### config.mk
export PLATFORM = sky130hd
export DESIGN_NAME = immexp_zfind_top
export DESIGN_NICKNAME = d
export VERILOG_FILES = /design/src/hdl/rv_opcode_pkg.sv /design/src/hdl/imm_format_pkg.sv /design/src/hdl/imm_kind_decoder.sv /design/src/hdl/imm_expander.sv /design/src/hdl/adr_register.sv /design/src/hdl/immexp_zfind_top.sv
export SDC_FILE = /design/constraint.sdc
export NUM_CORES = 1
export LEC_CHECK = 0
export BUFFER_PORTS_ARGS = -buffer_cell sky130_fd_sc_hd__buf_2
export CAP_MARGIN = 20
export CORE_MARGIN = 10
export CORE_UTILIZATION = 51
export DETAILED_ROUTE_END_ITERATION = 10
export GPL_TIMING_DRIVEN = 0
export HOLD_SLACK_MARGIN = 0.1
export PLACE_DENSITY = 0.83
export REMOVE_ABC_BUFFERS = 1
export SLEW_MARGIN = 10
export SYNTH_ARGS = -nofsm -noshare
export SYNTH_HDL_FRONTEND = slang
export SYNTH_HIERARCHICAL = 1
export SYNTH_SLANG_ARGS = --single-unit
export TNS_END_PERCENT = 50
### constraint.sdc
create_clock -name clk -period 1.5 [get_ports clk]
set_input_delay 0.3 -clock clk [delete_from_list [all_inputs] [get_ports clk]]
set_output_delay 0.3 -clock clk [all_outputs]
set_load 0.02 [all_outputs]
### src/hdl/rv_opcode_pkg.sv
package rv_opcode_pkg;

    // ==================================================
    // Opcode field of the instruction word
    // ==================================================

    // Bits 1:0 are always 11 for 32-bit instructions, so only 6:2 are decoded
    localparam int opcode_lsb   = 2;
    localparam int opcode_width = 5;
    localparam int opcode_msb   = opcode_lsb + opcode_width - 1;

    // ==================================================
    // Major opcodes, instr[6:2]
    // ==================================================

    localparam logic [opcode_width-1:0] opc_load      = 5'b00000; // I-type
    localparam logic [opcode_width-1:0] opc_custom_ij = 5'b00010; // Custom "ij", I-type
    localparam logic [opcode_width-1:0] opc_op_imm    = 5'b00100; // Reg-imm ALU ops
    localparam logic [opcode_width-1:0] opc_auipc     = 5'b00101; // U-type
    localparam logic [opcode_width-1:0] opc_store     = 5'b01000; // S-type
    localparam logic [opcode_width-1:0] opc_op        = 5'b01100; // Reg-reg, imm is don't care
    localparam logic [opcode_width-1:0] opc_lui       = 5'b01101; // U-type
    localparam logic [opcode_width-1:0] opc_branch    = 5'b11000; // B-type
    localparam logic [opcode_width-1:0] opc_jalr      = 5'b11001; // I-type
    localparam logic [opcode_width-1:0] opc_jal       = 5'b11011; // J-type
    localparam logic [opcode_width-1:0] opc_system    = 5'b11100; // CSR access, I-type

    // ==================================================
    // Immediate format codes
    // ==================================================

    // Codes 011 and 110 are never produced by the decoder
    localparam int imm_kind_width = 3;

    localparam logic [imm_kind_width-1:0] kind_u    = 3'b000;
    localparam logic [imm_kind_width-1:0] kind_j    = 3'b001;
    localparam logic [imm_kind_width-1:0] kind_b    = 3'b010;
    localparam logic [imm_kind_width-1:0] kind_s    = 3'b100;
    localparam logic [imm_kind_width-1:0] kind_i    = 3'b101;
    localparam logic [imm_kind_width-1:0] kind_pass = 3'b111; // No expansion, ALU result

endpackage

### src/hdl/imm_format_pkg.sv
package imm_format_pkg;

    localparam int instr_width = 32;

    // ==================================================
    // Per-format views of one instruction word
    // ==================================================

    // All views list fields from bit 31 down to bit 0

    typedef struct packed {
        logic       sign;     // imm[11], also the sign
        logic [5:0] imm_10_5;
        logic [4:0] imm_4_0;  // Bits 24:20
        logic [4:0] rs1;
        logic [2:0] funct3;
        logic [4:0] rd;
        logic [6:0] opcode;
    } instr_i_t;

    typedef struct packed {
        logic       sign;     // imm[11]
        logic [5:0] imm_10_5;
        logic [4:0] rs2;
        logic [4:0] rs1;
        logic [2:0] funct3;
        logic [4:0] imm_4_0;  // Sits where rd would be
        logic [6:0] opcode;
    } instr_s_t;

    typedef struct packed {
        logic       sign;     // imm[12]
        logic [5:0] imm_10_5;
        logic [4:0] rs2;
        logic [4:0] rs1;
        logic [2:0] funct3;
        logic [3:0] imm_4_1;
        logic       imm_11;   // Bit 7, the odd one out
        logic [6:0] opcode;
    } instr_b_t;

    typedef struct packed {
        logic        sign;      // imm[31]
        logic [18:0] imm_30_12;
        logic [4:0]  rd;
        logic [6:0]  opcode;
    } instr_u_t;

    typedef struct packed {
        logic       sign;      // imm[20]
        logic [9:0] imm_10_1;
        logic       imm_11;    // Bit 20
        logic [7:0] imm_19_12;
        logic [4:0] rd;
        logic [6:0] opcode;
    } instr_j_t;

    // Same 32 bits, read according to the decoded format
    typedef union packed {
        logic [instr_width-1:0] raw;
        instr_i_t               i;
        instr_s_t               s;
        instr_b_t               b;
        instr_u_t               u;
        instr_j_t               j;
    } instr_word_t;

endpackage

### src/hdl/imm_kind_decoder.sv
module imm_kind_decoder import rv_opcode_pkg::*; (
    input  logic                      imm_expand, // Decode cycle, expand the immediate
    input  logic [opcode_width-1:0]   opcode,     // instr[6:2]
    output logic [imm_kind_width-1:0] imm_kind    // Format code to the expander
);

    // ==================================================
    // Opcode to format table
    // ==================================================

    //  opcode  format
    //  00000   I   load
    //  00010   I   custom ij
    //  00100   I   op-imm
    //  00101   U   auipc
    //  01000   S   store
    //  01100   I   op, result unused
    //  01101   U   lui
    //  11000   B   branch
    //  11001   I   jalr
    //  11011   J   jal
    //  11100   I   system
    //  others  U

    always_comb begin
        if (!imm_expand) begin
            imm_kind = kind_pass; // Not a decode cycle
        end else begin
            case (opcode)
                opc_load:      imm_kind = kind_i;
                opc_op_imm:    imm_kind = kind_i;
                opc_jalr:      imm_kind = kind_i;
                opc_op:        imm_kind = kind_i;
                opc_system:    imm_kind = kind_i;
                opc_custom_ij: imm_kind = kind_i;  // Custom op shares I layout
                opc_auipc:     imm_kind = kind_u;
                opc_lui:       imm_kind = kind_u;
                opc_store:     imm_kind = kind_s;
                opc_branch:    imm_kind = kind_b;
                opc_jal:       imm_kind = kind_j;
                default:       imm_kind = kind_u;  // Illegal opcodes, cheapest pattern
            endcase
        end
    end

endmodule

### src/hdl/imm_expander.sv
module imm_expander import rv_opcode_pkg::*, imm_format_pkg::*; #(
    parameter int alu_width = 32
) (
    input  instr_word_t               instr,    // Instruction being decoded
    input  logic [alu_width-1:0]      b,        // ALU result
    input  logic [imm_kind_width-1:0] imm_kind, // From the decoder
    output logic [alu_width-1:0]      operand   // To the working register
);

    // ==================================================
    // Immediates for each format
    // ==================================================

    logic [instr_width-1:0] imm_u;
    logic [instr_width-1:0] imm_j;
    logic [instr_width-1:0] imm_b;
    logic [instr_width-1:0] imm_s;
    logic [instr_width-1:0] imm_i;
    logic [instr_width-1:0] imm_sel; // Chosen immediate, full width

    // U: upper 20 bits in place, low 12 cleared
    assign imm_u = {instr.u.sign, instr.u.imm_30_12, 12'b0};

    // J: 21-bit offset, halfword aligned
    assign imm_j = {{12{instr.j.sign}},
                    instr.j.imm_19_12,
                    instr.j.imm_11,
                    instr.j.imm_10_1,
                    1'b0};

    // B: 13-bit offset, bit 11 comes from instr[7]
    assign imm_b = {{20{instr.b.sign}},
                    instr.b.imm_11,
                    instr.b.imm_10_5,
                    instr.b.imm_4_1,
                    1'b0};

    assign imm_s = {{21{instr.s.sign}}, instr.s.imm_10_5, instr.s.imm_4_0}; // Store offset
    assign imm_i = {{21{instr.i.sign}}, instr.i.imm_10_5, instr.i.imm_4_0}; // 12-bit signed

    // ==================================================
    // Format select
    // ==================================================

    always_comb begin
        imm_sel = imm_i;
        case (imm_kind)
            kind_u:  imm_sel = imm_u;
            kind_j:  imm_sel = imm_j;
            kind_b:  imm_sel = imm_b;
            kind_s:  imm_sel = imm_s;
            default: imm_sel = imm_i; // kind_i
        endcase
    end

    // Pass code bypasses the immediate entirely
    always_comb begin
        if (imm_kind == kind_pass) begin
            operand = b;
        end else begin
            operand = imm_sel[alu_width-1:0]; // Truncated for narrow ALUs
        end
    end

endmodule

### src/hdl/adr_register.sv
module adr_register #(
    parameter int alu_width = 32
) (
    input  logic                 clk,
    input  logic                 rst_n,
    input  logic                 ena_q,        // Update strobe
    input  logic                 keep_q,       // Low clears on the next enabled edge
    input  logic                 core_running, // Held clear while the core is stopped
    input  logic [alu_width-1:0] operand,      // Immediate or ALU result
    input  logic [alu_width-1:0] b,            // ALU result, for zero detect
    output logic [alu_width-1:0] adr,          // Working register, also I/O address
    output logic                 alu_nonzero   // Low when b was all zeros
);

    // ==================================================
    // Zero detect and clear condition
    // ==================================================

    logic b_nonzero;
    logic clr;

    assign b_nonzero = (b != '0);

    // Either source clears the register
    assign clr = !keep_q || !core_running;

    // ==================================================
    // Register
    // ==================================================

    always_ff @(posedge clk or negedge rst_n) begin
        if (!rst_n) begin
            adr         <= '0;
            alu_nonzero <= 1'b0;
        end else if (ena_q) begin
            if (clr) begin
                adr         <= '0;   // Synchronous clear
                alu_nonzero <= 1'b0;
            end else begin
                adr         <= operand;
                alu_nonzero <= b_nonzero;
            end
        end
        // ena_q low holds both
    end

    // ==================================================
    // Checks
    // ==================================================

    // A clear must reach both outputs on the following cycle
    a_clear : assert property (
        @(posedge clk) disable iff (!rst_n)
        (ena_q && clr) |=> (adr == '0 && !alu_nonzero)
    ) else $error("adr_register: clear missed, adr=%h nz=%b", adr, alu_nonzero);

    // Hold when not enabled
    a_hold : assert property (
        @(posedge clk) disable iff (!rst_n)
        !ena_q |=> ($stable(adr) && $stable(alu_nonzero))
    ) else $error("adr_register: outputs moved without ena_q");

endmodule

### src/hdl/immexp_zfind_top.sv
module immexp_zfind_top import rv_opcode_pkg::*, imm_format_pkg::*; #(
    parameter int alu_width = 32
) (
    input  logic                   clk,
    input  logic                   rst_n,
    input  logic [alu_width-1:0]   b,            // ALU output
    input  logic [instr_width-1:0] instr,        // Current instruction
    input  logic                   imm_expand,   // Expand immediate this cycle
    input  logic                   keep_q,       // Low clears adr, with ena_q
    input  logic                   core_running, // Not running keeps adr clear
    input  logic                   ena_q,        // Update adr
    output logic [alu_width-1:0]   adr,          // Working register, I/O address
    output logic                   alu_nonzero   // Registered b != 0
);

    // ==================================================
    // Internal nets
    // ==================================================

    logic [imm_kind_width-1:0] imm_kind;
    logic [alu_width-1:0]      operand;

    // ==================================================
    // Datapath
    // ==================================================

    imm_kind_decoder u_decoder (
        .imm_expand (imm_expand),
        .opcode     (instr[opcode_msb:opcode_lsb]), // Bits 1:0 ignored
        .imm_kind   (imm_kind)
    );

    imm_expander #(
        .alu_width (alu_width)
    ) u_expander (
        .instr    (instr),
        .b        (b),
        .imm_kind (imm_kind),
        .operand  (operand)
    );

    adr_register #(
        .alu_width (alu_width)
    ) u_adr_reg (
        .clk          (clk),
        .rst_n        (rst_n),
        .ena_q        (ena_q),
        .keep_q       (keep_q),
        .core_running (core_running),
        .operand      (operand),
        .b            (b),          // Zero detect on the raw ALU result
        .adr          (adr),
        .alu_nonzero  (alu_nonzero)
    );

endmodule

Word level (Yosys, flattened, before mapping)
Memories as Yosys holds them, arrays and structs flattened.
Index checks and enable logic that the tools add are counted.
Widths: inputs -> output; s select.
Storage, ports and cells
  flip-flop bits (word level): 33
  bits in read-only memories: 96
  input port bits: 70
  output and inout port bits: 33
  word-level logic and storage cells: 17
  memories kept: 1
Operators by class
  eq/ne operators: 4
  mux-type cells: 5
  reductions and logical operators: 5
Memories
  (no name shown): depth 32, width 3, read ports 1, clocked after memory_dff 0, wr ports 0, line imm_kind_decoder.sv:29  | case (opcode)
Operator list (count)
  $pmux 31 s4: 1
  $mux 32: 2
  $reduce_bool 32->1: 1
  $eq 3x3->1 const B: 2
  $eq 3x1->1 const B: 1
  $eq 3x2->1 const B: 1
  $logic_not 3->1: 1
  $mux 3: 1
  $logic_not 1->1: 2
  $logic_or 1x1->1: 1
  $mux 1: 1

Depth between registers and ports, before layout
An unclocked memory read counts as a cell.
  depth in word-level cells: 6
  mapped depth: 10
  gate-level depth less buffers: 8

Modules after synthesis
Netlist, hierarchy kept.
By module, submodules not included
  adr_register: instances 1, cells each 150, area an instance 1365.1 um2, sequential area each 825.8 um2
  imm_expander: instances 1, cells each 136, area an instance 869.6 um2, sequential area each 0.0 um2
  imm_kind_decoder: instances 1, cells each 13, area an instance 87.6 um2, sequential area each 0.0 um2

Worst setup path after synthesis
No wires, ideal clock.
  path kind: input to register
  from: input instr[5]
  to: register u_adr_reg.adr[11]
  setup time: 0.135 ns
  arrival: 1.755 ns
  required time: 1.365 ns
  slack: -0.389 ns
  stages on the path: 10
  buffers on the path: 2
  cells stage by stage: or3_1 -> o31a_1 -> o211ai_2 -> buf_6 -> buf_6 -> and3b_1 -> a211oi_1 -> a31oi_1 -> nand2_1 -> o21ai_0
Between the ends
  longest elaborated chain between the ends: 6
  elaborated cells on any way between the ends: 10
  classes of those cells: 4 x eq/ne; 4 x mux; 1 x reduce/logical; 1 x memory
RTL lines
  start, declared: line immexp_zfind_top.sv:7  | input logic [instr_width-1:0] instr,
  $mem_v2 32x3 *
  $mux 3 *: line imm_kind_decoder.sv:26  | if (!imm_expand) begin
  via imm_kind[2]: line immexp_zfind_top.sv:20  | logic [imm_kind_width-1:0] imm_kind;
  $eq 3x3->1 (tied with other cells): line imm_expander.sv:47  | case (imm_kind)
  $pmux 31 s4: line imm_expander.sv:47
  $mux 32 *: line imm_expander.sv:58  | if (imm_kind == kind_pass) begin
  via operand[11]: line immexp_zfind_top.sv:21  | logic [alu_width-1:0] operand;
  $mux 32 *: line adr_register.sv:36  | if (clr) begin
  end signal, assigned: line adr_register.sv:40  | adr <= operand;
  end, declared: line adr_register.sv:11  | output logic [alu_width-1:0] adr,
The timed path passes the listed nets; every way through them passes the cells marked *.
A chain may end at the register's enable or synchronous reset.

Final worst setup path
  from: input instr[4]
  to: register u_adr_reg.adr[25]
Same word-level chain as after synthesis.

==> flow_metrics.tcl <==
set metrics [dict create \
    synth.ff_latch_count 33 \
    hold_viol 0 \
    synthFlopType "dfrtp_1" \
    worst_slack_ns -0.445 \
    syn_area_per_cell_sq_um 7.77 \
    synth-edff-count 0 \
    cts.sinks 33 \
    drt_iter0_markers 415 \
    clk_path_buf_depth 2 \
    max_freq_mhz 514 \
    vias 3001 \
    worst_hold_path_type "in2async" \
    cpPeakStageDelay_ns 0.43 \
    async_reset_ff_share_pct 100 \
    crit_path_end_kind "flop" \
    grt_pass1_vias 2957 \
    placed_cells 432 \
    numCtsBuffers 5 \
    fin_skew_ns 0 \
    relSlewSlack_pct 49.5 \
    die_w_um 87.5 \
    reg2reg_depth 2 \
    diodes 0 \
    clock_latency_ns 0.30 \
    root_buffer "clkbuf_8" \
    portBuffers 100 \
    yosysUniqueCellTypes 41 \
    fillCellCount 286 \
    critPathSlowestCell "a211oi_4" \
    core_area_sq_um 4380 \
    rsz0062_at_grt "yes" \
    gp_congestion 0.818 \
    h-tree-depth 2 \
    cp.arrival_ns 2.09 \
    synth-seq-area-share_pct 35.6 \
    hpwl_um 5860 \
    ir_worst_vdd_v 0.000735 \
    vias_per_cell 6.45 \
    rrSetupSlack_ns 0.78 \
    ios 103 \
    ant_nets 0 \
    place_area_sq_um 2780 \
    rows 24 \
    yosys_warnings 6 \
    required_ns 1.64 \
    syn_inst 299 \
    status "finished with violations" \
    die_area_sq_um 7650 \
    crit_chain "buf_6 -> nand2_1 -> a211o_1 -> o211ai_4 -> buf_12 -> and2_4 -> buf_12 -> a211oi_4 -> a211oi_2 -> nand2_1 -> o21ai_0" \
    path_delay_family "compound AO/OA/AOI/OAI gates" \
    fin_cells 465 \
    violations "negative setup slack" \
    grt_max_degree 35 \
    critPathBufInv 3 \
    avgRoutedWirePerCell_um 21.3 \
    fin_crit_ns 1.94 \
    crit_path_max_fanout 7 \
    antenna_found_initial 0 \
    dpl_worst_slack_ns -1.66 \
    clk_pin_slew_ns 0.07 \
    area_delta_synth_final_pct 47.9 \
    drive_above_1_share_pct 43.8 \
    die_y_um 87.5 \
    cts_tree "built" \
    syn-cell-area_sq_um 2320 \
    overflow 0 \
    start_util_pct 53.0 \
    r2r-start "u_adr_reg/adr[25]$_DFFE_PN0P_" \
    r2r-end "u_adr_reg/adr[25]$_DFFE_PN0P_" \
    drc 0 \
    final_nets 482 \
    maxSlewViolCount 0 \
    grt_pass1_wl_um 15100 \
    period_share_pct 130 \
    cap_violations 0 \
    crit_type "in2reg" \
    pwr_density_cell_nw_per_um2 785 \
    finalInstanceArea_sq_um 3430 \
    worst_slew_pin_slew_ns 0.758 \
    first_pass_iters 5 \
    drt_wl_total_um 9920 \
    p_leak_uw 0.00161 \
    setup_viol 32 \
    startpoint_type "input port" \
    grt_usage_pct 24.9 \
]
## cell usage after synthesis (7+ instances only)
cell type	instances	area, sq um
o21ai_0	40	200
nand2_1	39	146
inv_1	36	135
dfrtp_1	33	826
o21ai_1	21	105
nor2_1	18	67.6
a211oi_1	11	82.6
buf_6	10	113
clkbuf_1	9	33.8
o211ai_1	9	67.6
nor4_1	8	50.1
o22ai_1	7	43.8
## worst max path at each step
stage | end | startpoint | cells past startpoint | slack [ns]
CTS | u_adr_reg/adr[2]$_DFFE_PN0P_ | instr[6] | 12 | -0.38
floorplan | u_adr_reg/adr[20]$_DFFE_PN0P_ | instr[4] | 6 | -3.12
detailed placement | u_adr_reg/adr[24]$_DFFE_PN0P_ | instr[5] | 9 | -1.66
finish | u_adr_reg/adr[25]$_DFFE_PN0P_ | instr[4] | 11 | -0.44
global route | u_adr_reg/adr[14]$_DFFE_PN0P_ | instr[6] | 11 | -0.50
global placement | u_adr_reg/adr[27]$_DFFE_PN0P_ | instr[4] | 7 | -4.96
## kinds of logic after synthesis
group	synth area share, %
multiplexers	3.56
AND/OR/NAND/NOR	16.2
AO/OA/AOI/OAI	31.5
buffers and inverters	13.2
flip-flops	35.6
## through the flow
| step | hold slack (ns) | utilization, % | TNS, ns | total power, uW |
|---|---|---|---|---|
| 6_report | 0.0655 | 78.3 | -10.14 | 2700 |
| 5_1_grt | 0.123 | 78.3 | -11.69 | 2800 |
| 3_3_place_gp | 0.397 | 62.0 | -141.20 | 1680 |
| 2_1_floorplan | 0.00441 | - | -86.53 | 1400 |
| 4_1_cts | 0.101 | 75.2 | -9.10 | 2570 |
| 3_5_place_dp | 0.411 | 63.4 | -47.66 | 1720 |
## report_power, final
part | internal, uW | switching [uW]
sequential | 953 | 31.4
combinational | 436 | 602
clock | 330 | 343
total | 1720 | 977
## cell usage in the layout, fill, tap and decap left out, drive strengths merged, types with 7 or more instances in the layout
cell,instances
nor4,8
o22ai,7
a211oi,14
nor2,18
nand2,39
dfrtp,33
inv,36
o21ai,61
clkbuf,9
buf,125
o211ai,11
## timing repair
item                       CTS  global route
setup endpoints to repair   33            32
pin swaps                   11            11
hold endpoints to repair     0             0
gates resized for setup     67            25
cloned                       4             0
hold buffers                 0             0
setup buffers               15            11
## layer usage
| metal | share of wire [%] | track usage, % | routed length [um] |
|---|---|---|---|
| met1 | 36 | 28.8 | 3530 |
| met2 | 46 | 38.7 | 4590 |
| met3 | 13 | 7.96 | 1280 |
| met4 | 5.3 | 15.5 | 523 |
| met5 | 0 | 0 | 0 |
## final cells by class
type                    instances  area, sq um  area share (%)
flip-flops and latches         33          826            24.0
well taps                      52         65.1            1.89
clock buffers                   8         80.1            2.33
inverters                      36          135            3.93
repair buffers                126          806            23.5
multi-input cells             210         1520            44.3
## registers in the layout, summed over array words and instances (netlist names)
register               cells
u_adr_reg/alu_nonzero      1
u_adr_reg/adr             32
No activity file was read; power rests on OpenSTA's default activity.
